`src/hdl/radio_core_config.svh`:
```
// Widths, address map and latencies of the radio core, included by RTL and testbench
`ifndef RADIO_CORE_CONFIG_SVH
`define RADIO_CORE_CONFIG_SVH

// ------------------------------
// Sample format
// ------------------------------
`define SAMP_W 32
`define COMP_W 16
`define NSPC 1

// ------------------------------
// Control port
// ------------------------------
`define CTRL_ADDR_W 20
`define CTRL_DATA_W 32

// Address bits 9:8 pick the target window
`define WIN_SEL_LSB 8

// General register window
`define REG_LOOPBACK_EN 20'h0_0000
`define REG_RADIO_WIDTH 20'h0_0004
`define REG_FEATURES_PRESENT 20'h0_0008

// Complex gain windows
`define REG_CGAIN_COEFF 20'h0_0000

// Coefficients are Q1.14
`define GAIN_FRAC_BITS 14

// Pipeline depths in radio_clk cycles
`define GAIN_LATENCY 3
`define CTRL_LATENCY 3

`endif

```
`src/hdl/radio_ctrl_pkg.sv`:
```
// Control port types shared by the decoder, the register targets and the response merge
`default_nettype none

`include "radio_core_config.svh"

package radio_ctrl_pkg;

  // ------------------------------
  // Request side
  // ------------------------------

  // Exactly one non-idle cycle per request
  typedef enum logic [1:0] {
    CTRL_OP_IDLE  = 2'd0,
    CTRL_OP_WRITE = 2'd1,
    CTRL_OP_READ  = 2'd2
  } ctrl_op_e;

  // Value of address bits 9:8
  typedef enum logic [1:0] {
    TGT_GENERAL  = 2'd0,
    TGT_TX_GAIN  = 2'd1,
    TGT_RX_GAIN  = 2'd2,
    TGT_UNMAPPED = 2'd3
  } ctrl_target_e;

  typedef struct packed {
    ctrl_op_e                 op;
    logic [`CTRL_ADDR_W-1:0]  addr;
    logic [`CTRL_DATA_W-1:0]  data;
  } ctrl_req_t;

  // ------------------------------
  // Response side
  // ------------------------------

  typedef enum logic [1:0] {
    STS_OKAY   = 2'd0,
    STS_CMDERR = 2'd1
  } ctrl_status_e;

  // Ack is a single-cycle pulse, data only valid with it
  typedef struct packed {
    logic                     ack;
    ctrl_status_e             status;
    logic [`CTRL_DATA_W-1:0]  data;
  } ctrl_resp_t;

endpackage

`default_nettype wire

```
`src/hdl/ctrl_response_merge.sv`:
```
// Merges the target responses and the unmapped flag into the single registered control reply
`default_nettype none
`timescale 1ns/1ps

module ctrl_response_merge (
  input  logic                       radio_clk,
  input  logic                       radio_rst,
  input  radio_ctrl_pkg::ctrl_resp_t general_resp,
  input  radio_ctrl_pkg::ctrl_resp_t tx_gain_resp,
  input  radio_ctrl_pkg::ctrl_resp_t rx_gain_resp,
  input  logic                       unmapped,
  output radio_ctrl_pkg::ctrl_resp_t ctrl_resp
);

  import radio_ctrl_pkg::*;

  ctrl_resp_t resp_d;
  logic       unmapped_q;

  // At most one source is active per request
  always_comb begin
    resp_d.ack = general_resp.ack | tx_gain_resp.ack | rx_gain_resp.ack | unmapped_q;

    // Idle targets hold their data at zero, so OR is enough
    resp_d.data = general_resp.data | tx_gain_resp.data | rx_gain_resp.data;

    if (unmapped_q) begin
      resp_d.status = STS_CMDERR;
      resp_d.data   = '0;
    end else if (tx_gain_resp.ack) begin
      resp_d.status = tx_gain_resp.status;
    end else if (rx_gain_resp.ack) begin
      resp_d.status = rx_gain_resp.status;
    end else if (general_resp.ack) begin
      resp_d.status = general_resp.status;
    end else begin
      resp_d.status = STS_OKAY;
    end
  end

  // Unmapped pulse delayed by the target stage it skips
  always_ff @(posedge radio_clk) begin
    if (radio_rst) begin
      ctrl_resp  <= '0;
      unmapped_q <= 1'b0;
    end else begin
      ctrl_resp  <= resp_d;
      unmapped_q <= unmapped;
    end
  end

endmodule

`default_nettype wire

```
`config.mk`:
```
export PLATFORM = sky130hd
export DESIGN_NAME = ctrl_response_merge
export DESIGN_NICKNAME = d
export VERILOG_FILES = /design/src/hdl/radio_ctrl_pkg.sv /design/src/hdl/ctrl_response_merge.sv
export VERILOG_INCLUDE_DIRS = /design/src /design/src/hdl
export SDC_FILE = /design/constraint.sdc
export NUM_CORES = 1
export LEC_CHECK = 0
export BUFFER_PORTS_ARGS = -buffer_cell sky130_fd_sc_hd__clkbuf_2
export CAP_MARGIN = 25
export CORE_MARGIN = 2
export CORE_UTILIZATION = 28
export CTS_BUF_LIST = sky130_fd_sc_hd__clkbuf_16
export DETAILED_ROUTE_END_ITERATION = 10
export GPL_TIMING_DRIVEN = 1
export MAX_ROUTING_LAYER = met4
export PLACE_DENSITY = 0.83
export SETUP_SLACK_MARGIN = 0.1
export SYNTH_ARGS = -nofsm -noshare
export SYNTH_HDL_FRONTEND = slang
export SYNTH_SLANG_ARGS = --single-unit
```
`constraint.sdc`:
```
create_clock -name radio_clk -period 1.2 [get_ports radio_clk]
set_input_delay 0.06 -clock radio_clk [delete_from_list [all_inputs] [get_ports radio_clk]]
set_output_delay 0.06 -clock radio_clk [all_outputs]
set_load 0.02 [all_outputs]
```
==> flow_metrics.tcl <==
set metrics [dict create \
    global_route_wire_length_before_repair_um 5200 \
    number_of_port_buffers 142 \
    yosys_warnings 0 \
    cts_inserted_buffers 5 \
    yosys_register_bits 36 \
    groute.usage.overall_pct 16.3 \
    totalWireLength_um 3810 \
    rows 23 \
    first_global_vias 1248 \
    max_slew.worst_pin.slew_ns 0.257 \
    drtPass1Iterations 4 \
    post-route-drc-count 0 \
    post_route_cells_drive_above_1_share_pct 59.5 \
    clk_pin_slew_ns 0.05 \
    rr_startpoint "unmapped_q" \
    nNetsFinal 366 \
    finClkSkew_ns 0.00307 \
    path_class "reg -> reg" \
    routedWlPerCell_um 12.3 \
    placement.cell_area_um2 1870 \
    layout_min_cycle_time_ns 1.02 \
    end_kind "register" \
    hold_viol 0 \
    ant_nets 0 \
    globalRouteOverflowTotal 0 \
    root_buf_cell "clkbuf_16" \
    power_per_cell_area_nw_per_um2 1320 \
    antenna_found_initial 0 \
    worst-path-max-fanout 4 \
    count_of_inserted_antenna_diode_cells 0 \
    die_w_um 67.4 \
    worst_hold_path_type "in -> reg" \
    power_frac_clock_pct 38.4 \
    worstPathRequired_ns 1.38 \
    static-leakage-power_uw 0.00119 \
    final_max_slew_viol_count 0 \
    syn_nets 191 \
    vias 1354 \
    synth_seq_area_share_pct 64.0 \
    numClockSinks 36 \
    vias_per_cell 4.38 \
    drt-initial-drc-count 23 \
    ctsLongestPathBuffers 2 \
    synth_top_cell_area_share_pct 64.0 \
    syn_area_um2 1130 \
    netlist_instances 83 \
    synth.lib_cells_used.distinct 12 \
    drv_cap 0 \
    peakVddDrop_mv 0.585 \
    net_switching_uw 715 \
    floorplan.initialDensity_pct 28.6 \
    fp.dieArea_um2 4540 \
    worst_ep_arrival_time_ns 1.20 \
    slew_limit_headroom_pct 82.9 \
    final_min_period_over_clock_period_pct 84.7 \
    hpwlAfterDp_um 2630 \
    finalSetupViolCount 0 \
    cts_tree "built" \
    status "finished, final reports clean" \
    fp.dieH_um 67.4 \
    max_clk_rate_mhz 984 \
    power.sequential.fraction_pct 42.9 \
    post_synth.cell_area_avg_um2 13.6 \
    grt_setup_unrepaired "false" \
    synth_area_leader_cell "dfxtp_1" \
    synth_top_cells_by_area "dfxtp_1, o31a_1, buf_6" \
    timing.hold.ws_ns 0.000378 \
    htree_num_levels 2 \
    timing.critical_path.from "unmapped_q" \
    power.combinational.fraction_pct 18.8 \
    clkLatencyLatePin_ns 0.27 \
    largest_net_degree_at_the_start_of_global_routing 17 \
    switching_portion_of_total_power_pct 23.4 \
    internal_power_uw 2340 \
    finalWeightedCongestion 0.689 \
    layout.cell_area.non_filler_um2 2310 \
    design.core.area_um2 3940 \
    worstHoldStart "rx_gain_resp[1]" \
    boundary_pins 143 \
    start_kind "register" \
    syn_to_final_growth_pct 105 \
]
-- power by group through the flow --
stage	logic [µW]	registers, µW	clock network (µW)
after global placement	476	1330	0
final	574	1310	1170
after CTS	555	1310	1220
after floorplan	104	1450	0
after global routing	621	1320	1280
after detailed placement	485	1330	0
-- final timing paths --
| check | end | slack [ns] | cells after the start |
|---|---|---|---|
| min reg2reg | ctrl_resp[33] | 0.72 | 2 |
| max | ctrl_resp[32] | 0.18 | 3 |
| min | ctrl_resp[1] | 0.0004 | 2 |
| max reg2reg | ctrl_resp[32] | 0.18 | 3 |
-- cell usage after synthesis, drive strengths merged --
library cell / instances
nand3b: 2
nor2b: 2
a21oi: 1
o31a: 32
nor4: 1
buf: 3
a211oi: 2
a2111oi: 1
nor3b: 1
nor2: 2
dfxtp: 36
-- logic make-up (layout without fill, tap and decap cells) --
group           count (synthesis)  count (layout)  share of synthesized area, %
compound gates                 36              36                          28.0
flops                          36              36                          64.0
buf+inv                         3             178                          3.00
simple gates                    8               9                          5.00
-- placed cells by master (no fill, tap or decap) --
cell type / n
a2111oi_2: 1
a211oi_1: 2
a21oi_1: 1
buf_12: 2
buf_4: 2
clkbuf_16: 5
clkbuf_2: 142
clkinv_1: 1
dfxtp_1: 36
dlygate4sd3_1: 24
inv_1: 2
nand3b_1: 2
nor2_1: 1
nor2_4: 2
nor2b_1: 2
nor3b_1: 1
nor4_1: 1
o31a_1: 32
-- critical path, stage by stage (launching register included) --
cell and delay [ns]:
dfxtp_1 0.45, buf_4 0.18, a211oi_1 0.05, a211oi_1 0.25
-- metal layers --
layer | vias to the layer above | part of all wire [%] | routed length, µm | global-route usage [%]
met1 | 584 | 35 | 1320 | 15.3
met3 | 8 | 11 | 421 | 6.17
met4 | 0 | 1.5 | 59 | 5.87
met5 | - | 0 | 0 | -
met2 | 84 | 53 | 2010 | 30.1
li1 | 678 | - | - | -
-- cell type report --
| type | instances | area, µm² |
|---|---|---|
| Multi-Input combinational cell | 45 | 383 |
| Clock inverter | 3 | 11.3 |
| Sequential cell | 36 | 721 |
| Fill cell | 347 | 1630 |
| Clock buffer | 5 | 125 |
| Tap cell | 50 | 62.6 |
| Timing Repair Buffer | 170 | 1010 |
-- timing repair --
action,4_1_cts,5_1_grt
endpoints found under the hold margin,23,0
gates cloned,1,0
endpoints found under the setup margin,32,20
hold buffers,24,0
buffers inserted,0,3
pin swaps,1,2
resized for setup,1,0
-- flip-flops by register name (all words and copies together), names as in the netlist --
signal and flops:
ctrl_resp 35, unmapped_q 1
-- per-stage QoR --
step	worst slack [ns]	cells	util (%)	TNS [ns]	power [µW]
3_3_place_gp	-0.00722	273	47.5	-0.0198	1810
2_1_floorplan	0.368	83	-	0	1550
6_report	0.184	309	58.6	0	3060
5_1_grt	0.108	309	58.6	0	3210
4_1_cts	0.110	306	57.3	0	3080
3_5_place_dp	-0.0421	273	47.5	-0.842	1820
Power figures use the tool's default switching activity.
