## src/hdl/radio_core_config.svh

```systemverilog
// Widths, address map and latencies of the radio core, included by RTL and testbench
`ifndef RADIO_CORE_CONFIG_SVH
`define RADIO_CORE_CONFIG_SVH

// ------------------------------
// Sample format
// ------------------------------
`define SAMP_W 32
`define COMP_W 16
`define NSPC 1

// ------------------------------
// Control port
// ------------------------------
`define CTRL_ADDR_W 20
`define CTRL_DATA_W 32

// Address bits 9:8 pick the target window
`define WIN_SEL_LSB 8

// General register window
`define REG_LOOPBACK_EN 20'h0_0000
`define REG_RADIO_WIDTH 20'h0_0004
`define REG_FEATURES_PRESENT 20'h0_0008

// Complex gain windows
`define REG_CGAIN_COEFF 20'h0_0000

// Coefficients are Q1.14
`define GAIN_FRAC_BITS 14

// Pipeline depths in radio_clk cycles
`define GAIN_LATENCY 3
`define CTRL_LATENCY 3

`endif

```

## src/hdl/radio_ctrl_pkg.sv

```systemverilog
// Control port types shared by the decoder, the register targets and the response merge
`default_nettype none

`include "radio_core_config.svh"

package radio_ctrl_pkg;

  // ------------------------------
  // Request side
  // ------------------------------

  // Exactly one non-idle cycle per request
  typedef enum logic [1:0] {
    CTRL_OP_IDLE  = 2'd0,
    CTRL_OP_WRITE = 2'd1,
    CTRL_OP_READ  = 2'd2
  } ctrl_op_e;

  // Value of address bits 9:8
  typedef enum logic [1:0] {
    TGT_GENERAL  = 2'd0,
    TGT_TX_GAIN  = 2'd1,
    TGT_RX_GAIN  = 2'd2,
    TGT_UNMAPPED = 2'd3
  } ctrl_target_e;

  typedef struct packed {
    ctrl_op_e                 op;
    logic [`CTRL_ADDR_W-1:0]  addr;
    logic [`CTRL_DATA_W-1:0]  data;
  } ctrl_req_t;

  // ------------------------------
  // Response side
  // ------------------------------

  typedef enum logic [1:0] {
    STS_OKAY   = 2'd0,
    STS_CMDERR = 2'd1
  } ctrl_status_e;

  // Ack is a single-cycle pulse, data only valid with it
  typedef struct packed {
    logic                     ack;
    ctrl_status_e             status;
    logic [`CTRL_DATA_W-1:0]  data;
  } ctrl_resp_t;

endpackage

`default_nettype wire

```

## src/hdl/radio_sample_pkg.sv

```systemverilog
// Sample types for the strobed TX and RX sample paths of the radio core
`default_nettype none

`include "radio_core_config.svh"

package radio_sample_pkg;

  // ------------------------------
  // Complex sample
  // ------------------------------

  // I in the upper half, Q in the lower half, as on the radio bus
  typedef struct packed {
    logic signed [`COMP_W-1:0] i;
    logic signed [`COMP_W-1:0] q;
  } iq_sample_t;

  // ------------------------------
  // Strobed beat
  // ------------------------------

  // One sample per strobe, no back-pressure
  typedef struct packed {
    logic       stb;
    iq_sample_t iq;
  } sample_beat_t;

endpackage

`default_nettype wire

```

## src/hdl/complex_gain.sv

```systemverilog
// Register-programmed complex gain on a strobed sample stream, one instance per sample direction
`default_nettype none
`timescale 1ns/1ps

`include "radio_core_config.svh"

module complex_gain (
  input  logic                           radio_clk,
  input  logic                           radio_rst,
  input  radio_ctrl_pkg::ctrl_req_t      req,
  output radio_ctrl_pkg::ctrl_resp_t     resp,
  input  radio_sample_pkg::sample_beat_t din,
  output radio_sample_pkg::sample_beat_t dout
);

  import radio_ctrl_pkg::*;
  import radio_sample_pkg::*;

  localparam int PROD_W = 2 * `COMP_W;
  localparam int SUM_W  = PROD_W + 1;

  // Real part 1.0, imaginary part 0
  localparam logic [`CTRL_DATA_W-1:0] COEFF_RESET = {16'(1 << `GAIN_FRAC_BITS), 16'h0000};

  localparam logic signed [SUM_W-1:0] SAT_MAX = SUM_W'((2 ** (`COMP_W - 1)) - 1);
  localparam logic signed [SUM_W-1:0] SAT_MIN = SUM_W'(-(2 ** (`COMP_W - 1)));

  logic [`CTRL_DATA_W-1:0]    coeff_q;
  logic                       coeff_wr;
  ctrl_resp_t                 resp_d;
  logic signed [`COMP_W-1:0]  gr;
  logic signed [`COMP_W-1:0]  gi;

  logic signed [PROD_W-1:0]   i_gr;
  logic signed [PROD_W-1:0]   q_gi;
  logic signed [PROD_W-1:0]   i_gi;
  logic signed [PROD_W-1:0]   q_gr;
  logic signed [SUM_W-1:0]    sum_i;
  logic signed [SUM_W-1:0]    sum_q;
  iq_sample_t                 out_iq;
  logic [`GAIN_LATENCY-1:0]   stb_sr;

  // ------------------------------
  // Coefficient register
  // ------------------------------

  always_comb begin
    resp_d.ack    = (req.op != CTRL_OP_IDLE);
    resp_d.status = STS_CMDERR;
    resp_d.data   = '0;
    coeff_wr      = 1'b0;
    if (req.addr == `REG_CGAIN_COEFF) begin
      resp_d.status = STS_OKAY;
      if (req.op == CTRL_OP_WRITE) begin
        coeff_wr = 1'b1;
      end else if (req.op == CTRL_OP_READ) begin
        resp_d.data = coeff_q;
      end
    end
  end

  always_ff @(posedge radio_clk) begin
    if (radio_rst) begin
      resp    <= '0;
      coeff_q <= COEFF_RESET;
    end else begin
      resp <= resp_d;
      if (coeff_wr) begin
        coeff_q <= req.data;
      end
    end
  end

  assign gr = coeff_q[2*`COMP_W-1:`COMP_W];
  assign gi = coeff_q[`COMP_W-1:0];

  // ------------------------------
  // Sample pipeline
  // ------------------------------

  // Floor rounding from the arithmetic shift, then clip to the component range
  function automatic logic signed [`COMP_W-1:0] saturate(input logic signed [SUM_W-1:0] v);
    logic signed [SUM_W-1:0] s;
    s = v >>> `GAIN_FRAC_BITS;
    if (s > SAT_MAX) begin
      return SAT_MAX[`COMP_W-1:0];
    end else if (s < SAT_MIN) begin
      return SAT_MIN[`COMP_W-1:0];
    end
    return s[`COMP_W-1:0];
  endfunction

  // Multiply, sum, shift and saturate
  always_ff @(posedge radio_clk) begin
    i_gr     <= din.iq.i * gr;
    q_gi     <= din.iq.q * gi;
    i_gi     <= din.iq.i * gi;
    q_gr     <= din.iq.q * gr;
    sum_i    <= i_gr - q_gi;
    sum_q    <= i_gi + q_gr;
    out_iq.i <= saturate(sum_i);
    out_iq.q <= saturate(sum_q);
  end

  // Strobe walks alongside the data, one bit per stage
  always_ff @(posedge radio_clk) begin
    if (radio_rst) begin
      stb_sr <= '0;
    end else begin
      stb_sr <= {stb_sr[`GAIN_LATENCY-2:0], din.stb};
    end
  end

  assign dout.stb = stb_sr[`GAIN_LATENCY-1];
  assign dout.iq  = out_iq;

endmodule

`default_nettype wire

```

## config.mk

```make
export PLATFORM = sky130hd
export DESIGN_NAME = complex_gain
export DESIGN_NICKNAME = d
export VERILOG_FILES = /design/src/hdl/radio_ctrl_pkg.sv /design/src/hdl/radio_sample_pkg.sv /design/src/hdl/complex_gain.sv
export VERILOG_INCLUDE_DIRS = /design/src /design/src/hdl
export SDC_FILE = /design/constraint.sdc
export NUM_CORES = 2
export LEC_CHECK = 0
export BUFFER_PORTS_ARGS = -buffer_cell sky130_fd_sc_hd__buf_2
export CAP_MARGIN = 25
export CORE_ASPECT_RATIO = 1.2
export CORE_UTILIZATION = 59
export CTS_CLUSTER_SIZE = 12
export DETAILED_ROUTE_END_ITERATION = 6
export PLACE_DENSITY = 0.79
export SLEW_MARGIN = 20
export SYNTH_ARGS = -nofsm -noshare
export SYNTH_HDL_FRONTEND = slang
export SYNTH_SLANG_ARGS = --single-unit
```

## constraint.sdc

```tcl
create_clock -name radio_clk -period 7.13 [get_ports radio_clk]
set_clock_uncertainty 0.15 [all_clocks]
set_input_delay 1.0695 -clock radio_clk [delete_from_list [all_inputs] [get_ports radio_clk]]
set_output_delay 1.0695 -clock radio_clk [all_outputs]
set_load 0.1 [all_outputs]
```

==> qor.yml <==
insertion_delay_ns: 0.64
first_pass_iters: 6
cp.buffers_inverters: 8
seq_area_frac_synth_pct: 11.1
max_stage_delay_ns: 0.54
cts_buffers: 31
dp_slack_ns: -0.559
ios: 157
grt_max_degree: 39
nets: 6963
ant_nets: 0
clock-sinks: 267
slew_headroom_pct: 30.8
power.density_nw_per_um2: 71.6
p_leak_nw: 28.7
synth-edff-count: 0
grt_overflow_total: 0
worst_setup_path_end_kind: "register"
drt_iter0_markers: 2409
dieArea_um2: 82800
status: "finished clean"
cts_max_level: 1
setup-tns-final_ns: 0
intPower_mw: 2.67
setup_viol: 0
p_sw_mw: 1.14
startpoint_type: "primary input"
num_rows: 114
syn-instance-count: 5149
path_clk_slew_ns: 0.06
synth_top_cell_by_area: "fa_1"
synth.top_cell.area_share_pct: 43.5
timing.final.hold_violations: 0
initial_utilization_pct: 59.7
fmax_ghz: 0.143
power.total_mw: 3.81
post_dp_cell_area_um2: 52100
rsz0062_at_grt: "yes"
min_period_over_period_pct: 97.9
wl_um: 117000
die_x_um: 263
drive_gt1_share_pct: 10.1
drcViolationCount: 0
vdd_ir_drop_max_mv: 0.206
place_hpwl_um: 97800
cts_tree: "built"
min_period_ns: 6.98
timing.critical_path.mode_cell: "fa_1"
vias_per_cell: 5.46
hold_path_depth: 0
power_switching_share_pct: 29.9
instances_no_fill: 6503
numPlacedInstances: 6447
vias: 35500
cts_max_path_buffers: 3
track_usage_pct: 29.9
multi_input_area_um2: 37600
cap_violations: 0
cp.arrival_ns: 7.33
required_ns: 7.48
power_frac_clock_pct: 42.7
die_height_um: 315
cpMaxStageDelayCell: "fa_1"
worst_pin_slew_ns: 1.03
cp_top_family: "adder cells"
regArea_um2: 5350
seqPwrFrac_pct: 41.2
fillers: 6204
port_buffers: 155
path_class: "in2reg"
setup_ws_ns: 0.152
finalCoreUtilization_pct: 65.9
synth_nets: 6676
synth_top_flop_cell: "dfxtp_1"
cp.depth: 25
grt_pass1_wl_um: 195000
worstRegToRegCells: 22
ctsRootBufferMaster: "clkbuf_16"
avgSynthCellArea_um2: 9.36
gp_congestion: 0.947
min-delay-path-class: "reg2reg"
wl_per_cell_um: 18.0
crit_fanout: 16
maxSlewViolCount: 0
synth.distinct_cells: 67
ys_ff_latch: 267
synth_warnings: 0
fp.coreArea_um2: 80700
antenna_found_initial: 6
grt_pass1_vias: 38500
synth_area_leaders: "fa_1, dfxtp_1, ha_1"
syn-cell-area_um2: 48200
whs_ns: 0.222
syn2layout_area_growth_pct: 10.4
fin_area_um2: 53200
ys_async_sr_fraction_pct: 0
comb_power_share_pct: 16.1
worst paths after layout:
kind	to	slack, ns	from
max	q_gr[26]$_DFF_P_	0.15	din[8]
max reg2reg	i_gr[31]$_DFF_P_	0.31	coeff_q[27]$_SDFFE_PP0P_
min reg2reg	dout[31]$_DFF_P_	0.22	sum_i[32]$_DFF_P_
min	dout[31]$_DFF_P_	0.22	sum_i[32]$_DFF_P_
cells in the final DEF (no fill, tap or decap), drive strengths merged, types with 100 or more instances in the layout:
cell,n
fa,1048
a21o,100
dfxtp,267
buf,479
inv,1187
ha,390
and2,532
a21oi,103
nand2,524
nor2,167
xnor2,130
cells in the mapped netlist, drive strengths merged, types with 7 or more instances:
master and number:
nand2 524, inv 1184, o21a 16, mux2i 34, a211o 9, o211ai 10
a2111oi 9, nor2 167, o21ai 68, a211oi 20, a21o 100, or3 10
fa 1048, nor2b 17, and2 532, a31oi 14, clkbuf 219, nor4 8
o31ai 7, xor2 33, ha 390, nor3 36, and3 21, nand3 29
nand4 9, nand2b 32, buf 7, a21oi 103, dfxtp 267, xnor2 130
o21bai 19
power groups by stage:
stage,Sequential (mW),Combinational [mW],Clock (mW)
after global placement,1.60,0.596,0
after global routing,1.57,0.651,1.72
after CTS,1.57,0.608,1.66
after floorplan,1.76,0.230,0
after detailed placement,1.60,0.605,0
final,1.57,0.614,1.63
worst reg2reg max path, stage by stage, from the launching register on:
cell	delay (ns)
dfxtp_1	0.96
buf_4	0.38
nand2_1	0.11
fa_1	0.41
inv_1	0.08
fa_1	0.17
inv_1	0.05
fa_1	0.47
inv_1	0.05
fa_1	0.51
fa_1	0.50
inv_1	0.05
fa_1	0.47
inv_1	0.04
ha_1	0.29
a2111oi_0	0.41
buf_4	0.19
a21oi_2	0.06
o311a_1	0.32
a221o_1	0.41
a211oi_1	0.32
nor3_1	0.11
nand3b_1	0.18
cells by family (layout without fill, tap and decap cells):
| kind of cell | Yosys count | count (layout) | share of synthesized area [%] |
|---|---|---|---|
| buf+inv | 1411 | 1718 | 11.0 |
| mux | 34 | 34 | 0.706 |
| other cells | 1 | 4 | 0.00778 |
| fa+ha+maj | 1438 | 1438 | 53.7 |
| xor+xnor | 163 | 163 | 2.96 |
| simple gates | 1413 | 1413 | 14.7 |
| compound gates | 422 | 422 | 5.87 |
| flops | 267 | 267 | 11.1 |
routing by layer:
| metal | wire (um) | share of wire, % | vias to the layer above | global-route usage (%) |
|---|---|---|---|---|
| met4 | 7840 | 6.7 | 4 | 17.7 |
| met2 | 57100 | 49 | 1327 | 50.5 |
| met1 | 44100 | 38 | 17900 | 37.1 |
| li1 | - | - | 15900 | - |
| met3 | 8090 | 6.9 | 383 | 3.70 |
| met5 | 28 | 0.024 | - | 0 |
area by class of cell:
class	instances	share of cell area, %
multi-input cells	3471	70.6
well taps	1044	2.46
clock buffers	40	1.60
clock inverters	13	0.325
repair buffers	480	6.56
diodes	3	0.0141
flip-flops and latches	267	10.1
inverters	1185	8.36
timing repair:
| action | 4_1_cts | 5_1_grt |
|---|---|---|
| hold buffers | 0 | 0 |
| endpoints found under the setup margin | 0 | 14 |
| resized for setup | 0 | 13 |
| buffers inserted | 0 | 0 |
sequential cells by signal (all words and copies together), names as in the netlist:
signal	flops
coeff_q	32
q_gr	32
i_gi	32
resp	34
i_gr	32
q_gi	32
sum_q	19
dout	32
sum_i	19
stb_sr	3
No activity file was read; power rests on OpenSTA's default activity.
