### config.mk
export PLATFORM = sky130hd
export DESIGN_NAME = ctrl_decoder
export DESIGN_NICKNAME = d
export VERILOG_FILES = /design/src/hdl/radio_ctrl_pkg.sv /design/src/hdl/ctrl_decoder.sv
export VERILOG_INCLUDE_DIRS = /design/src /design/src/hdl
export SDC_FILE = /design/constraint.sdc
export NUM_CORES = 1
export LEC_CHECK = 0
export ABC_CLOCK_PERIOD_IN_PS = 1900
export BUFFER_PORTS_ARGS = -buffer_cell sky130_fd_sc_hd__buf_2
export CORE_MARGIN = 5
export CORE_UTILIZATION = 39
export DETAILED_ROUTE_END_ITERATION = 8
export PLACE_DENSITY_LB_ADDON = 0.2
export SLEW_MARGIN = 20
export SYNTH_ARGS = -nofsm -noshare
export SYNTH_HDL_FRONTEND = slang
export SYNTH_SLANG_ARGS = --single-unit
export TNS_END_PERCENT = 1
### constraint.sdc
create_clock -name radio_clk -period 1.9 [get_ports radio_clk]
set_clock_uncertainty 0.15 [all_clocks]
set_input_delay 0.19 -clock radio_clk [delete_from_list [all_inputs] [get_ports radio_clk]]
set_output_delay 0.19 -clock radio_clk [all_outputs]
set_load 0.01 [all_outputs]
### src/hdl/radio_core_config.svh
// Widths, address map and latencies of the radio core, included by RTL and testbench
`ifndef RADIO_CORE_CONFIG_SVH
`define RADIO_CORE_CONFIG_SVH

// ------------------------------
// Sample format
// ------------------------------
`define SAMP_W 32
`define COMP_W 16
`define NSPC 1

// ------------------------------
// Control port
// ------------------------------
`define CTRL_ADDR_W 20
`define CTRL_DATA_W 32

// Address bits 9:8 pick the target window
`define WIN_SEL_LSB 8

// General register window
`define REG_LOOPBACK_EN 20'h0_0000
`define REG_RADIO_WIDTH 20'h0_0004
`define REG_FEATURES_PRESENT 20'h0_0008

// Complex gain windows
`define REG_CGAIN_COEFF 20'h0_0000

// Coefficients are Q1.14
`define GAIN_FRAC_BITS 14

// Pipeline depths in radio_clk cycles
`define GAIN_LATENCY 3
`define CTRL_LATENCY 3

`endif

### src/hdl/radio_ctrl_pkg.sv
// Control port types shared by the decoder, the register targets and the response merge
`default_nettype none

`include "radio_core_config.svh"

package radio_ctrl_pkg;

  // ------------------------------
  // Request side
  // ------------------------------

  // Exactly one non-idle cycle per request
  typedef enum logic [1:0] {
    CTRL_OP_IDLE  = 2'd0,
    CTRL_OP_WRITE = 2'd1,
    CTRL_OP_READ  = 2'd2
  } ctrl_op_e;

  // Value of address bits 9:8
  typedef enum logic [1:0] {
    TGT_GENERAL  = 2'd0,
    TGT_TX_GAIN  = 2'd1,
    TGT_RX_GAIN  = 2'd2,
    TGT_UNMAPPED = 2'd3
  } ctrl_target_e;

  typedef struct packed {
    ctrl_op_e                 op;
    logic [`CTRL_ADDR_W-1:0]  addr;
    logic [`CTRL_DATA_W-1:0]  data;
  } ctrl_req_t;

  // ------------------------------
  // Response side
  // ------------------------------

  typedef enum logic [1:0] {
    STS_OKAY   = 2'd0,
    STS_CMDERR = 2'd1
  } ctrl_status_e;

  // Ack is a single-cycle pulse, data only valid with it
  typedef struct packed {
    logic                     ack;
    ctrl_status_e             status;
    logic [`CTRL_DATA_W-1:0]  data;
  } ctrl_resp_t;

endpackage

`default_nettype wire

### src/hdl/ctrl_decoder.sv
// Registers control requests and routes each one to a single target by address window
`default_nettype none
`timescale 1ns/1ps

`include "radio_core_config.svh"

module ctrl_decoder (
  input  logic                      radio_clk,
  input  logic                      radio_rst,
  input  radio_ctrl_pkg::ctrl_req_t ctrl_req,
  output radio_ctrl_pkg::ctrl_req_t general_req,
  output radio_ctrl_pkg::ctrl_req_t tx_gain_req,
  output radio_ctrl_pkg::ctrl_req_t rx_gain_req,
  output logic                      unmapped
);

  import radio_ctrl_pkg::*;

  ctrl_req_t    req_q;
  ctrl_target_e target;

  // Only the opcode needs clearing, address and data follow it
  always_ff @(posedge radio_clk) begin
    if (radio_rst) begin
      req_q.op <= CTRL_OP_IDLE;
    end else begin
      req_q <= ctrl_req;
    end
  end

  assign target = ctrl_target_e'(req_q.addr[`WIN_SEL_LSB+1:`WIN_SEL_LSB]);

  // ------------------------------
  // Per-target request
  // ------------------------------

  // Window bits are stripped so each target sees its own offset
  function automatic ctrl_req_t route(input ctrl_req_t req, input ctrl_target_e sel,
                                      input ctrl_target_e tgt);
    ctrl_req_t r;
    r.op                       = (tgt == sel) ? req.op : CTRL_OP_IDLE;
    r.addr                     = '0;
    r.addr[`WIN_SEL_LSB-1:0]   = req.addr[`WIN_SEL_LSB-1:0];
    r.data                     = req.data;
    return r;
  endfunction

  assign general_req = route(req_q, TGT_GENERAL, target);
  assign tx_gain_req = route(req_q, TGT_TX_GAIN, target);
  assign rx_gain_req = route(req_q, TGT_RX_GAIN, target);

  // Fourth window has no target, the merge answers it
  assign unmapped = (target == TGT_UNMAPPED) && (req_q.op != CTRL_OP_IDLE);

endmodule

`default_nettype wire

==> results of run 1 <==
-- how the worst max path moves through the flow --
| stage | endpoint | cells after the start |
|---|---|---|
| 5_1_grt | general_req[53] | 2 |
| 2_1_floorplan | general_req[0]$_DFFE_PN_ | 1 |
| 4_1_cts | general_req[53] | 2 |
| 3_5_place_dp | general_req[53] | 2 |
| 6_report | general_req[53] | 2 |
| 3_3_place_gp | general_req[53] | 2 |
-- state kept, by name (all words and copies together), names as in the netlist --
name,flops
general_req,40
req_q,4
-- power by group --
group          internal, W  switching (W)  leakage (nW)
logic             0.000234       0.000256          1.05
registers          0.00115      0.0000487         0.428
clock network     0.000258       0.000286        0.0422
-- cell usage after synthesis, drive strengths merged --
master  count  share of area [%]
and3b       4                1.4
buf       156                 46
conb        1               0.15
dfxtp       2                1.6
edfxtp     42                 49
inv         1               0.15
nor2b       2               0.49
nor3b       2               0.59
o211a       1               0.39
-- placed cells by master (no fill, tap or decap) --
cell type,synthesis,routed
and3b_1,4,4
buf_12,0,1
buf_2,0,172
clkbuf_1,0,2
clkbuf_8,0,5
clkinv_1,0,1
clkinv_2,0,1
conb_1,1,36
dfxtp_1,2,2
diode_2,0,1
dlygate4sd3_1,0,45
edfxtp_1,42,42
nor2b_1,2,2
nor3b_1,2,2
o211a_1,1,1
-- layer usage --
metal  GRT usage, %  vias up
li1               -      698
met4           2.93        0
met5              0        -
met2           21.5      119
met3           5.17        4
met1           8.85      669
-- metrics by stage --
| step | cells | setup slack (ps) | hold WS (ps) | total power (W) |
|---|---|---|---|---|
| global placement | 340 | 729 | 217 | 0.00164 |
| detailed placement | 340 | 708 | 218 | 0.00164 |
| CTS | 393 | 378 | 435 | 0.00227 |
| finish | 394 | 386 | 453 | 0.00223 |
| floorplan | 246 | 344 | 112 | 0.00171 |
| global route | 394 | 298 | 440 | 0.00236 |
-- cells by family after synthesis --
| kind of cell | count (synthesis) |
|---|---|
| buffers and inverters | 157 |
| AOI/OAI and AO/OA | 1 |
| DFF | 44 |
| and+or+nand+nor | 8 |
| other | 1 |
-- repair_timing --
item,in CTS,in global routing
hold buffers,45,0
gates resized for setup,0,0
hold endpoints to repair,44,0
-- worst max-delay path: cells and delay by family, from the launching register on --
| kind | cells | cell delay [ps] |
|---|---|---|
| simple gates | 1 | 240 |
| flops | 1 | 480 |
| buf+inv | 1 | 170 |
-- area by class of cell --
| cell class | count | area (µm²) | share of cell area, % |
|---|---|---|---|
| clock inverters | 1 | 5.00 | 0.165 |
| multi-input cells | 45 | 208 | 6.87 |
| repair buffers | 218 | 1330 | 44.0 |
| clock buffers | 7 | 76.3 | 2.52 |
| well taps | 77 | 96.3 | 3.19 |
| inverters | 1 | 3.75 | 0.124 |
| flip-flops and latches | 44 | 1300 | 43.0 |
| diodes | 1 | 2.50 | 0.0827 |
==> flow_summary.json, run 1 <==
{
  "run_status": "complete, no violations",
  "fp.dieArea_um2": 8260,
  "drt-met1-wl_mm": 1.43,
  "timing.max_cap.violations": 0,
  "drt-pass1-iter-count": 4,
  "highest_layer": "met4",
  "cts_tree": "yes",
  "start_kind": "flip-flop",
  "grt_max_degree": 43,
  "crit_fanout": 7,
  "cts_buffer_depth": 2,
  "yosysSeqAreaShare_pct": 51.0,
  "htreeDepth": 2,
  "cts_buffers": 5,
  "root_buffer": "clkbuf_8",
  "final_util_pct": 47.6,
  "synthesis.area_um2": 2550,
  "vdd_drop_max_v": 0.000349,
  "grt_pass1_vias": 1536,
  "critPathArrivalTime_ps": 1170,
  "hold_class": "input pin to flip-flop",
  "synth-xor-area-share_pct": 0,
  "io_buffers": 172,
  "io_pins": 219,
  "synth_top_family_by_area": "buffers and inverters",
  "routabilityCongestion": 0.649,
  "hold_viol_final": 0,
  "finalCriticalPeriod_ps": 1510,
  "p_leak_nw": 1.52,
  "ant_nets": 0,
  "cp-startpoint": "req_q[41]$_DFFE_PN_",
  "synthSimpleGateAreaFrac_pct": 2.45,
  "drtIter0Drc": 14,
  "wl_met3_um": 736,
  "powerDensity_nw_per_um2": 737,
  "post_drt_wl_per_cell_um": 12.3,
  "drive_gt1_share_pct": 56.6,
  "rows": 29,
  "fmax_mhz": 660,
  "worstHoldStart": "ctrl_req[31]",
  "routed_wl_mm": 4.83,
  "hpwlAfterDp_mm": 3.61,
  "postCtsSetupRepairBufs": 0,
  "viasPerCell": 3.78,
  "antenna_found_initial": 1,
  "yosys_warnings": 0,
  "cp_cell_sequence": "nor3b_1 -> buf_2",
  "grtUsageTotal_pct": 10.6,
  "die_w_um": 90.9,
  "grt_overflow": 0,
  "coreArea_um2": 6350,
  "design_area_um2": 3020,
  "finalSetupViolCount": 0,
  "grt_first_pass_wirelength_mm": 7.17,
  "max_stage_delay_ps": 480,
  "vias": 1490,
  "synth-compound-area-share_pct": 0.392,
  "setup_tns_ps": 0,
  "nets": 371,
  "cp.required_ps": 1560,
  "hold_path_depth": 2,
  "start_util_pct": 40.2,
  "critPathKind": "flip-flop to primary output",
  "syn_avg_cell_area_um2": 12.1,
  "drc": 0,
  "clk_pin_slew_ps": 80,
  "fillerInstances": 585,
  "fin_crit_sh_pct": 79.7,
  "die_h_um": 90.9,
  "ys_ff_latch": 44,
  "synthCells": 211,
  "slew_viol_final": 0,
  "routed-wl-met2_mm": 2.63,
  "cp-end-kind": "primary output",
  "synthMuxAreaShare_pct": 0,
  "cts_sinks": 44,
  "rsz0062_at_grt": "no",
  "hold_path_end": "general_req[31]$_DFFE_PN_",
  "ys_types": 9,
  "area_growth_pct": 18.5,
  "placed_area_um2": 2490,
  "synthAdderAreaFrac_pct": 0,
  "critPathSlowestCell": "edfxtp_1"
}
No activity file was read; power rests on OpenSTA's default activity.
==> inputs of run 2 (changes only) <==
ABC_CLOCK_PERIOD_IN_PS = 1450   (was 1900)
clock period = 1.45 ns   (was 1.9 ns; I/O delays follow)
==> flow_summary.json, run 2 (synthesized netlist as in run 1, its figures left out) <==
{
  "run_status": "complete, but fails checks",
  "violations": "negative setup slack",
  "viasPerCell": 3.83,
  "layout_commonest_cell": "buf_2",
  "drive_gt1_share_pct": 58.2,
  "vdd_drop_max_v": 0.000502,
  "drtIter0Drc": 36,
  "ant_nets": 0,
  "rows": 29,
  "coreArea_um2": 6350,
  "start_util_pct": 40.2,
  "crit_fanout": 7,
  "routed_wl_mm": 4.89,
  "nets": 373,
  "htreeDepth": 2,
  "drt-pass1-iter-count": 4,
  "grtUsageTotal_pct": 11.1,
  "grt_first_pass_wirelength_mm": 7.55,
  "fin_cells": 395,
  "die_w_um": 90.9,
  "endpoint": "tx_gain_req[53]",
  "io_buffers": 172,
  "finalSetupViolCount": 6,
  "clk_pin_slew_ps": 90,
  "area_growth_pct": 21.3,
  "timing.max_cap.violations": 0,
  "fmax_mhz": 680,
  "cts_buffers": 5,
  "final_cell_mix": "172 x buf_2, 46 x dlygate4sd3_1, 42 x edfxtp_1, 36 x conb_1, 5 x clkbuf_8",
  "fin_crit_sh_pct": 101,
  "root_buffer": "clkbuf_8",
  "cts_sinks": 44,
  "io_pins": 219,
  "rsz0062_at_grt": "yes",
  "cp.required_ps": 1150,
  "critPathKind": "flip-flop to primary output",
  "worst_slack_ps": -20.3,
  "start_kind": "flip-flop",
  "vias": 1512,
  "largest_reg_flops": 40,
  "finalCriticalPeriod_ps": 1470,
  "drc": 0,
  "critPathArrivalTime_ps": 1180,
  "fin_total_pwr_w": 0.00316,
  "powerDensity_nw_per_um2": 1020,
  "fp.dieArea_um2": 8260,
  "cp-end-kind": "primary output",
  "post_drt_wl_per_cell_um": 12.4,
  "antenna_found_initial": 0,
  "hpwlAfterDp_mm": 3.74,
  "fillerInstances": 580,
  "grt_max_degree": 23,
  "cts_tree": "yes",
  "placed_cells": 341,
  "die_h_um": 90.9,
  "p_leak_nw": 1.55,
  "grt_pass1_vias": 1571,
  "hold_viol_final": 0,
  "routabilityCongestion": 0.657,
  "cp-startpoint": "req_q[41]$_DFFE_PN_",
  "hold_class": "input pin to flip-flop",
  "slew_viol_final": 0,
  "grt_overflow": 0,
  "cts_buffer_depth": 2,
  "antenna_cells": 0
}
==> run 2: power by group <==
group	switching, W	total [W]	internal, W	leakage [nW]
Clock	0.000429	0.000940	0.000510	0.0541
Combinational	0.000337	0.000651	0.000314	1.07
Sequential	0.0000661	0.00157	0.00150	0.428
==> run 2: layer usage <==
metal / wire [µm] / track usage [%] / up-vias
li1: - / - / 701
met1: 1560 / 10.4 / 678
met2: 2590 / 21.1 / 127
met3: 713 / 4.92 / 6
met4: 30 / 3.67 / 0
met5: 0 / 0 / -
==> run 2: layout make-up <==
cell class	instances	area, µm²	area share [%]
clock inverters	3	42.5	1.37
repair buffers	220	1360	44.0
multi-input cells	45	218	7.03
clock buffers	5	68.8	2.22
well taps	77	96.3	3.11
inverters	1	7.51	0.243
flip-flops and latches	44	1300	42.0
==> run 2: per-stage QoR <==
stage	TNS [ps]	worst slack (ps)	area, µm²	hold WS [ps]	util [%]
2_1_floorplan	0	211	2690	66.6	-
3_3_place_gp	0	237	2510	172	39.6
3_5_place_dp	0	217	2510	173	39.6
4_1_cts	-105	-43.6	3090	245	48.7
5_1_grt	-499	-89.1	3100	248	48.7
6_report	-70.7	-20.3	3100	240	48.7
==> run 2: timing repair <==
item	4_1_cts	5_1_grt
buffers inserted	0	0
endpoints found under the setup margin	3	7
pin swaps	1	1
hold endpoints to repair	44	0
hold buffers	46	0
gates resized for setup	1	1
==> run 2: worst min-delay path by stage <==
| stage | start | to | depth (start not counted) |
|---|---|---|---|
| after global placement | ctrl_req[23] | general_req[23]$_DFFE_PN_ | 1 |
| after CTS | radio_rst | general_req[27]$_DFFE_PN_ | 3 |
| after floorplan | radio_rst | req_q[52]$_SDFF_PP0_ | 1 |
| final | radio_rst | general_req[7]$_DFFE_PN_ | 3 |
| after global routing | radio_rst | general_req[35]$_DFFE_PN_ | 3 |
| after detailed placement | ctrl_req[0] | general_req[0]$_DFFE_PN_ | 1 |
==> run 2: worst max-delay path, stage by stage, from the launching register on <==
cell and delay [ps]:
edfxtp_1 500, and3b_1 260, buf_2 130
