$ cat src/hdl/radio_core_config.svh
// Widths, address map and latencies of the radio core, included by RTL and testbench
`ifndef RADIO_CORE_CONFIG_SVH
`define RADIO_CORE_CONFIG_SVH

// ------------------------------
// Sample format
// ------------------------------
`define SAMP_W 32
`define COMP_W 16
`define NSPC 1

// ------------------------------
// Control port
// ------------------------------
`define CTRL_ADDR_W 20
`define CTRL_DATA_W 32

// Address bits 9:8 pick the target window
`define WIN_SEL_LSB 8

// General register window
`define REG_LOOPBACK_EN 20'h0_0000
`define REG_RADIO_WIDTH 20'h0_0004
`define REG_FEATURES_PRESENT 20'h0_0008

// Complex gain windows
`define REG_CGAIN_COEFF 20'h0_0000

// Coefficients are Q1.14
`define GAIN_FRAC_BITS 14

// Pipeline depths in radio_clk cycles
`define GAIN_LATENCY 3
`define CTRL_LATENCY 3

`endif

$ cat src/hdl/radio_ctrl_pkg.sv
// Control port types shared by the decoder, the register targets and the response merge
`default_nettype none

`include "radio_core_config.svh"

package radio_ctrl_pkg;

  // ------------------------------
  // Request side
  // ------------------------------

  // Exactly one non-idle cycle per request
  typedef enum logic [1:0] {
    CTRL_OP_IDLE  = 2'd0,
    CTRL_OP_WRITE = 2'd1,
    CTRL_OP_READ  = 2'd2
  } ctrl_op_e;

  // Value of address bits 9:8
  typedef enum logic [1:0] {
    TGT_GENERAL  = 2'd0,
    TGT_TX_GAIN  = 2'd1,
    TGT_RX_GAIN  = 2'd2,
    TGT_UNMAPPED = 2'd3
  } ctrl_target_e;

  typedef struct packed {
    ctrl_op_e                 op;
    logic [`CTRL_ADDR_W-1:0]  addr;
    logic [`CTRL_DATA_W-1:0]  data;
  } ctrl_req_t;

  // ------------------------------
  // Response side
  // ------------------------------

  typedef enum logic [1:0] {
    STS_OKAY   = 2'd0,
    STS_CMDERR = 2'd1
  } ctrl_status_e;

  // Ack is a single-cycle pulse, data only valid with it
  typedef struct packed {
    logic                     ack;
    ctrl_status_e             status;
    logic [`CTRL_DATA_W-1:0]  data;
  } ctrl_resp_t;

endpackage

`default_nettype wire

$ cat src/hdl/radio_sample_pkg.sv
// Sample types for the strobed TX and RX sample paths of the radio core
`default_nettype none

`include "radio_core_config.svh"

package radio_sample_pkg;

  // ------------------------------
  // Complex sample
  // ------------------------------

  // I in the upper half, Q in the lower half, as on the radio bus
  typedef struct packed {
    logic signed [`COMP_W-1:0] i;
    logic signed [`COMP_W-1:0] q;
  } iq_sample_t;

  // ------------------------------
  // Strobed beat
  // ------------------------------

  // One sample per strobe, no back-pressure
  typedef struct packed {
    logic       stb;
    iq_sample_t iq;
  } sample_beat_t;

endpackage

`default_nettype wire

$ cat src/hdl/loopback_control.sv
// General registers of the radio core and the TX-to-RX loopback select in front of the RX gain
`default_nettype none
`timescale 1ns/1ps

`include "radio_core_config.svh"

module loopback_control (
  input  logic                           radio_clk,
  input  logic                           radio_rst,
  input  radio_ctrl_pkg::ctrl_req_t      req,
  output radio_ctrl_pkg::ctrl_resp_t     resp,
  input  radio_sample_pkg::sample_beat_t radio_tx,
  input  radio_sample_pkg::sample_beat_t radio_rx,
  output radio_sample_pkg::sample_beat_t rx_src
);

  import radio_ctrl_pkg::*;
  import radio_sample_pkg::*;

  // Sample width in the upper half, samples per cycle in the lower half
  localparam logic [`CTRL_DATA_W-1:0] RADIO_WIDTH_VAL = {16'(`SAMP_W), 16'(`NSPC)};
  // Bit 0 TX gain, bit 1 RX gain, both always built
  localparam logic [`CTRL_DATA_W-1:0] FEATURES_VAL = 32'h0000_0003;

  logic         loopback_en;
  logic         loopback_wr;
  ctrl_resp_t   resp_d;
  sample_beat_t tx_to_rx_q;

  // ------------------------------
  // Register decode
  // ------------------------------

  always_comb begin
    resp_d.ack    = (req.op != CTRL_OP_IDLE);
    resp_d.status = STS_CMDERR;
    resp_d.data   = '0;
    loopback_wr   = 1'b0;
    case (req.addr)
      `REG_LOOPBACK_EN: begin
        resp_d.status = STS_OKAY;
        if (req.op == CTRL_OP_WRITE) begin
          loopback_wr = 1'b1;
        end else if (req.op == CTRL_OP_READ) begin
          resp_d.data[0] = loopback_en;
        end
      end
      // Read-only, a write falls through as an error
      `REG_RADIO_WIDTH: begin
        if (req.op == CTRL_OP_READ) begin
          resp_d.status = STS_OKAY;
          resp_d.data   = RADIO_WIDTH_VAL;
        end
      end
      `REG_FEATURES_PRESENT: begin
        if (req.op == CTRL_OP_READ) begin
          resp_d.status = STS_OKAY;
          resp_d.data   = FEATURES_VAL;
        end
      end
      default: begin
      end
    endcase
  end

  always_ff @(posedge radio_clk) begin
    if (radio_rst) begin
      resp        <= '0;
      loopback_en <= 1'b0;
    end else begin
      resp <= resp_d;
      if (loopback_wr) begin
        loopback_en <= req.data[0];
      end
    end
  end

  // ------------------------------
  // TX to RX loopback
  // ------------------------------

  // Register breaks the path from the TX gain into the RX gain
  always_ff @(posedge radio_clk) begin
    tx_to_rx_q <= radio_tx;
  end

  // Switching mid-stream is not glitch free
  assign rx_src = loopback_en ? tx_to_rx_q : radio_rx;

endmodule

`default_nettype wire

$ cat config.mk
export PLATFORM = sky130hd
export DESIGN_NAME = loopback_control
export DESIGN_NICKNAME = d
export VERILOG_FILES = /design/src/hdl/radio_ctrl_pkg.sv /design/src/hdl/radio_sample_pkg.sv /design/src/hdl/loopback_control.sv
export VERILOG_INCLUDE_DIRS = /design/src /design/src/hdl
export SDC_FILE = /design/constraint.sdc
export NUM_CORES = 1
export LEC_CHECK = 0
export BUFFER_PORTS_ARGS = -buffer_cell sky130_fd_sc_hd__buf_2
export CAP_MARGIN = 0
export CELL_PAD_IN_SITES_DETAIL_PLACEMENT = 0
export CELL_PAD_IN_SITES_GLOBAL_PLACEMENT = 1
export CORE_MARGIN = 1
export CORE_UTILIZATION = 22
export DETAILED_ROUTE_END_ITERATION = 8
export PLACE_DENSITY = 0.78
export SLEW_MARGIN = 15
export SYNTH_ARGS = -nofsm -noshare
export SYNTH_HDL_FRONTEND = slang
export SYNTH_SLANG_ARGS = --single-unit
$ cat constraint.sdc
create_clock -name radio_clk -period 1.9 [get_ports radio_clk]
set_clock_uncertainty 0.2 [all_clocks]
set_input_delay 0.095 -clock radio_clk [delete_from_list [all_inputs] [get_ports radio_clk]]
set_output_delay 0.095 -clock radio_clk [all_outputs]
set_load 0.02 [all_outputs]
==> results_dict.tcl, run 1 <==
set metrics [dict create \
    run_status "complete, no violations" \
    wirelength_um 4122 \
    use_met1 0.08686 \
    max-clock-path-buffers 2 \
    worstSetupStartpointType "register" \
    initial_core_util 0.2304 \
    detailed_place_hpwl_um 2859 \
    setup-tns-final_ps 0 \
    globalplace.congestion 0.6082 \
    post_cts_resized 0 \
    grt_pass1_wl_um 5968 \
    grt_pass1_vias 1432 \
    std_cell_rows 30 \
    gr-usage-met2 0.2233 \
    floorplan.die_area_um2 7579 \
    cts_tree "yes" \
    worstSetupEndpointType "primary output" \
    mean_area_per_synthesized_cell_um2 12.24 \
    initial_antenna_violation_count 0 \
    drv_cap 0 \
    max_clock_freq_mhz 583.0 \
    grt_max_degree 19 \
    gr-max-usage-layer "met2" \
    design.core.area_um2 6907 \
    clock-sinks 39 \
    crit_type "register to primary output" \
    summed_instance_area_of_the_synthesized_netlist_um2 1592 \
    num_io_pins 190 \
    synthCells 130 \
    globalRouteMet3Util 0.03223 \
    rsz0062_at_grt "no" \
    leakage_uw 0.001310 \
    min_path_type "primary input to register" \
    netlist-cell-type-count 24 \
    worst-path-max-fanout 18 \
    place_ws_ps 140.7 \
    power_density_of_the_placed_cells_nw_per_um2 640.6 \
    die_w_um 87.06 \
    syn2layout_area_growth_pct 71.38 \
    route.vias.total 1484 \
    io_buffer_count 128 \
    die_height_um 87.06 \
    finalCritPeriodShare 0.9028 \
    clk_pin_slew_ps 70 \
    viasPerCell 3.710 \
    vdd_ir_drop_max_mv 0.3585 \
    report.final.setup_viol 0 \
    post-route-worst-setup-slack_ps 184.8 \
    clock_tree.htree_level_count 2 \
    ys.warnings.count 0 \
    clock_latency_ps 280 \
    avgRoutedWirePerCell_um 10.31 \
    layout-drive-gt1-share 0.5855 \
    grt_overflow 0 \
    final_hold_viol_count 0 \
    arrival_ps 1420 \
    finish.net_count 425 \
    r2r_setup_slack_ps 660 \
    final.min_clock_period_ps 1715 \
    detail_route.drc_violations 0 \
    cts_buffers 5 \
    synth_seq_area_share 0.4906 \
    cp.required_ps 1600 \
    drt_pass1_iterations 4 \
    detail_route.iter0.violations 12 \
    timing_max_transition_violations_final 0 \
    postSynthRegisterBits 39 \
    diodes 0 \
    antenna_left 0 \
    grtUsageTotal 0.1038 \
    cts_root_buffer "sky130_fd_sc_hd__clkbuf_8" \
]
[worst max-delay path: stages, from the launching register on]
cell	delay, ps
sky130_fd_sc_hd__dfxtp_1	340
sky130_fd_sc_hd__buf_4	250
sky130_fd_sc_hd__mux2_2	380
sky130_fd_sc_hd__buf_2	160
[cell usage after synthesis (all sizes together)]
cell type  instances  area share
o21ba              1      0.0063
a21oi              1      0.0031
buf               32        0.15
nand2              1      0.0024
dfxtp             39        0.49
nor2               4       0.011
nand4              1      0.0039
nand3              1       0.011
inv                1      0.0024
nor3b              2       0.016
a211oi             1      0.0079
nand2b             1      0.0039
maj3               1      0.0063
conb               1      0.0024
nor4b              1      0.0055
mux2              33        0.23
a31o               1      0.0055
nor4               1       0.013
nor3               1      0.0031
clkbuf             2      0.0047
or4                4       0.021
[final cells by class]
type,instances,area [µm²]
Clock buffer,7,76.32
Clock inverter,1,5.005
Fill cell,699,4179
Inverter,1,3.754
Multi-Input combinational cell,85,675.6
Sequential cell,39,780.7
Tap cell,96,120.1
Timing Repair Buffer,171,1066
[layout by cell type, fill, tap and decap left out, drive strengths merged, types with 2 or more instances in the layout]
cell	n
dfxtp	39
nor2	4
or4	4
mux2	33
dlygate4sd3	41
clkbuf	7
conb	30
buf	130
nor3b	2
[per-layer routing]
layer | up-vias | routed length, µm
li1 | 727 | -
met1 | 668 | 1450
met2 | 85 | 2363
met3 | 4 | 280
met4 | 0 | 28
met5 | - | 0
[registers in the layout, indices dropped and copies added, names as in the netlist]
signal / cells
loopback_en: 1
resp: 5
tx_to_rx_q: 33
[final timing paths]
kind | startpoint | to | depth (start not counted)
worst max-delay path | loopback_en | rx_src[15] | 3
worst min-delay path | req[38] | resp[21] | 5
worst max register to register | loopback_en | loopback_en | 4
worst min register to register | loopback_en | loopback_en | 4
[cells by family after synthesis]
family / count (synthesis) / synth area share
AO/OA/AOI/OAI: 4 / 0.02280
adder cells (fa/ha/maj): 1 / 0.006290
buffers and inverters: 35 / 0.1533
flip-flops: 39 / 0.4906
multiplexers: 33 / 0.2335
other: 1 / 0.002356
AND/OR/NAND/NOR: 17 / 0.09120
[through the flow]
step	hold WS [ps]	utilization	area, µm²	std cells	power [µW]
finish	9.206	0.3949	2728	400	1747
global route	31.47	0.3949	2728	400	1843
CTS	3.071	0.3949	2728	400	1788
detailed placement	-1.430	0.3237	2236	351	1165
global placement	-2.570	0.3237	2236	351	1159
floorplan	-77.28	-	1700	159	1079
[timing repair]
| action | in CTS | in global routing |
|---|---|---|
| hold buffers | 41 | 0 |
| endpoints found under the hold margin | 39 | 0 |
| buffers inserted | 0 | 0 |
| endpoints found under the setup margin | 0 | 0 |
[where the power goes]
| part | internal (µW) | total, µW | switching [µW] |
|---|---|---|---|
| Combinational | 178 | 348 | 170 |
| Sequential | 857 | 866 | 9.02 |
| Clock | 258 | 533 | 276 |
Note: power is estimated with default switching activity, not from simulation.
==> run 2, diff against run 1 <==
--- a/config.mk
+++ b/config.mk
@@ -14,6 +14,7 @@
 export CORE_UTILIZATION = 22
 export DETAILED_ROUTE_END_ITERATION = 8
 export PLACE_DENSITY = 0.78
+export RECOVER_POWER = 100
 export SLEW_MARGIN = 15
 export SYNTH_ARGS = -nofsm -noshare
 export SYNTH_HDL_FRONTEND = slang
==> run 2 against run 1 <==
  * Utilization shrank 0.60 points
  * Total power shrank 0.46%
  * Setup slack lost 35 ps
  * Sequential share of layout area grew 0.44 points
  * Clock power is essentially flat
  * Flip-flop and latch count is the same
  * Final cell count is the same
  * Via count grew 0.27%
  * Register-to-register slack lost 30 ps
  * Critical path type unchanged
==> results_dict.tcl, run 2 (synthesis results as in run 1) <==
set metrics [dict create \
    report.final.setup_viol 0 \
    arrival_ps 1460 \
    cts_buffers 5 \
    final_common_cell "sky130_fd_sc_hd__buf_2" \
    worst_path_max_delay_cell "sky130_fd_sc_hd__mux2_2" \
    finalCritPeriodShare 0.9213 \
    rsz0062_at_grt "no" \
    route.vias.total 1488 \
    die_height_um 87.06 \
    max-clock-path-buffers 2 \
    worstRegToRegCells 4 \
    diodes 0 \
    critical_path.reg2reg.endpoint "loopback_en" \
    layout-drive-gt1-share 0.5099 \
    std_cell_rows 30 \
    grtUsageTotal 0.1038 \
    cp.depth 3 \
    crit_type "register to primary output" \
    min_path_type "primary input to register" \
    io_buffer_count 128 \
    min_delay_worst_endpoint "resp[21]" \
    initial_antenna_violation_count 0 \
    layout.cells.most_common_list "sky130_fd_sc_hd__buf_2 (91), sky130_fd_sc_hd__dlygate4sd3_1 (41), sky130_fd_sc_hd__dfxtp_1 (39)" \
    r2r-start "loopback_en" \
    vdd_ir_drop_max_mv 0.3572 \
    cts_tree "yes" \
    finish.net_count 425 \
    grt_overflow 0 \
    clock-sinks 39 \
    leakage_uw 0.001241 \
    setup-tns-final_ps 0 \
    globalplace.congestion 0.6082 \
    power_density_of_the_placed_cells_nw_per_um2 647.5 \
    critical_path.cell_chain "clkbuf_4, mux2_2, clkbuf_2" \
    initial_core_util 0.2304 \
    slew_headroom 0.6330 \
    timing.hold.worst_path_depth 5 \
    largest-register "tx_to_rx_q" \
    die_w_um 87.06 \
    crit_buf_inv 2 \
    run_status "complete, no violations" \
    largest_reg_flops 33 \
    clock_tree.htree_level_count 2 \
    viasPerCell 3.720 \
    worstSetupEndpointType "primary output" \
    total_power_uw 1739 \
    drt_pass1_iterations 2 \
    floorplan.die_area_um2 7579 \
    drv_cap 0 \
    detail_route.drc_violations 0 \
    syn2layout_area_growth_pct 68.79 \
    detail_route.iter0.violations 11 \
    grt_max_degree 19 \
    timing.critical_path.slowest_cell_delay_ps 390 \
    tightestPinTransition_ps 546.0 \
    critical-path-top-delay-family "buffers and inverters" \
    design.core.area_um2 6907 \
    max_clock_freq_mhz 571.3 \
    largest_registers "tx_to_rx_q x33, resp x5, loopback_en x1" \
    r2r_setup_slack_ps 630 \
    num_io_pins 190 \
    clock_latency_ps 280 \
    final.min_clock_period_ps 1750 \
    cts_root_buffer "sky130_fd_sc_hd__clkbuf_8" \
    worstSetupStartpointType "register" \
    final_hold_viol_count 0 \
    worst-path-max-fanout 18 \
    hold_path.startpoint "req[38]" \
    avgRoutedWirePerCell_um 10.27 \
    antenna_left 0 \
    grt_pass1_vias 1432 \
    detailed_place_hpwl_um 2859 \
    clk_pin_slew_ps 70 \
    cp.required_ps 1600 \
    timing_max_transition_violations_final 0 \
    wirelength_um 4107 \
    grt_pass1_wl_um 5968 \
]
[run 2: final cells by class]
cell class | instances | area (µm²)
inverter | 1 | 3.754
timing repair buffer | 171 | 1039
tap | 96 | 120.1
sequential | 39 | 780.7
multi-input combinational | 85 | 661.9
clock buffer | 7 | 76.32
fill | 708 | 4220
clock inverter | 1 | 5.005
[run 2: worst max-delay path by stage]
stage	startpoint	endpoint	slack [ps]
after global routing	loopback_en	rx_src[15]	80
final	loopback_en	rx_src[15]	150
after floorplan	loopback_en	rx_src[13]	280
after CTS	loopback_en	rx_src[8]	160
after global placement	req[40]	resp[0]	150
after detailed placement	req[40]	resp[1]	140
[run 2: repair_timing]
item                       4_1_cts  5_1_grt
hold buffers                    41        0
setup buffers                    0        0
hold endpoints to repair        39        0
gates resized for setup          0        0
setup endpoints to repair        0        0
[run 2: where the power goes]
group	switching, µW	total (µW)	internal [µW]
logic	170	341	171
registers	9.17	866	857
clock network	275	532	258
total	454	1740	1290
[run 2: routing by layer]
| metal | share of wire | up-vias | GRT usage |
|---|---|---|---|
| met2 | 0.57 | 85 | 0.2233 |
| met5 | 0 | - | 0 |
| met4 | 0.0071 | 0 | 0.03182 |
| met3 | 0.069 | 4 | 0.03223 |
| li1 | - | 729 | - |
| met1 | 0.35 | 670 | 0.08686 |
[run 2: tightest hold or removal path: cells and delay by family]
kind,cells,cell delay (ps)
buffers and inverters,1,70
AND/OR/NAND/NOR,4,280
[run 2: metrics by stage]
step | cells | hold slack (ps) | cell area (µm²) | util | setup WS [ps]
2_1_floorplan | 159 | -77.28 | 1700 | - | 283.6
3_3_place_gp | 351 | -2.570 | 2236 | 0.3237 | 154.5
3_5_place_dp | 351 | -1.430 | 2236 | 0.3237 | 140.7
4_1_cts | 400 | 3.071 | 2728 | 0.3949 | 163.4
5_1_grt | 400 | 25.58 | 2686 | 0.3889 | 83.57
6_report | 400 | 3.567 | 2686 | 0.3889 | 149.5
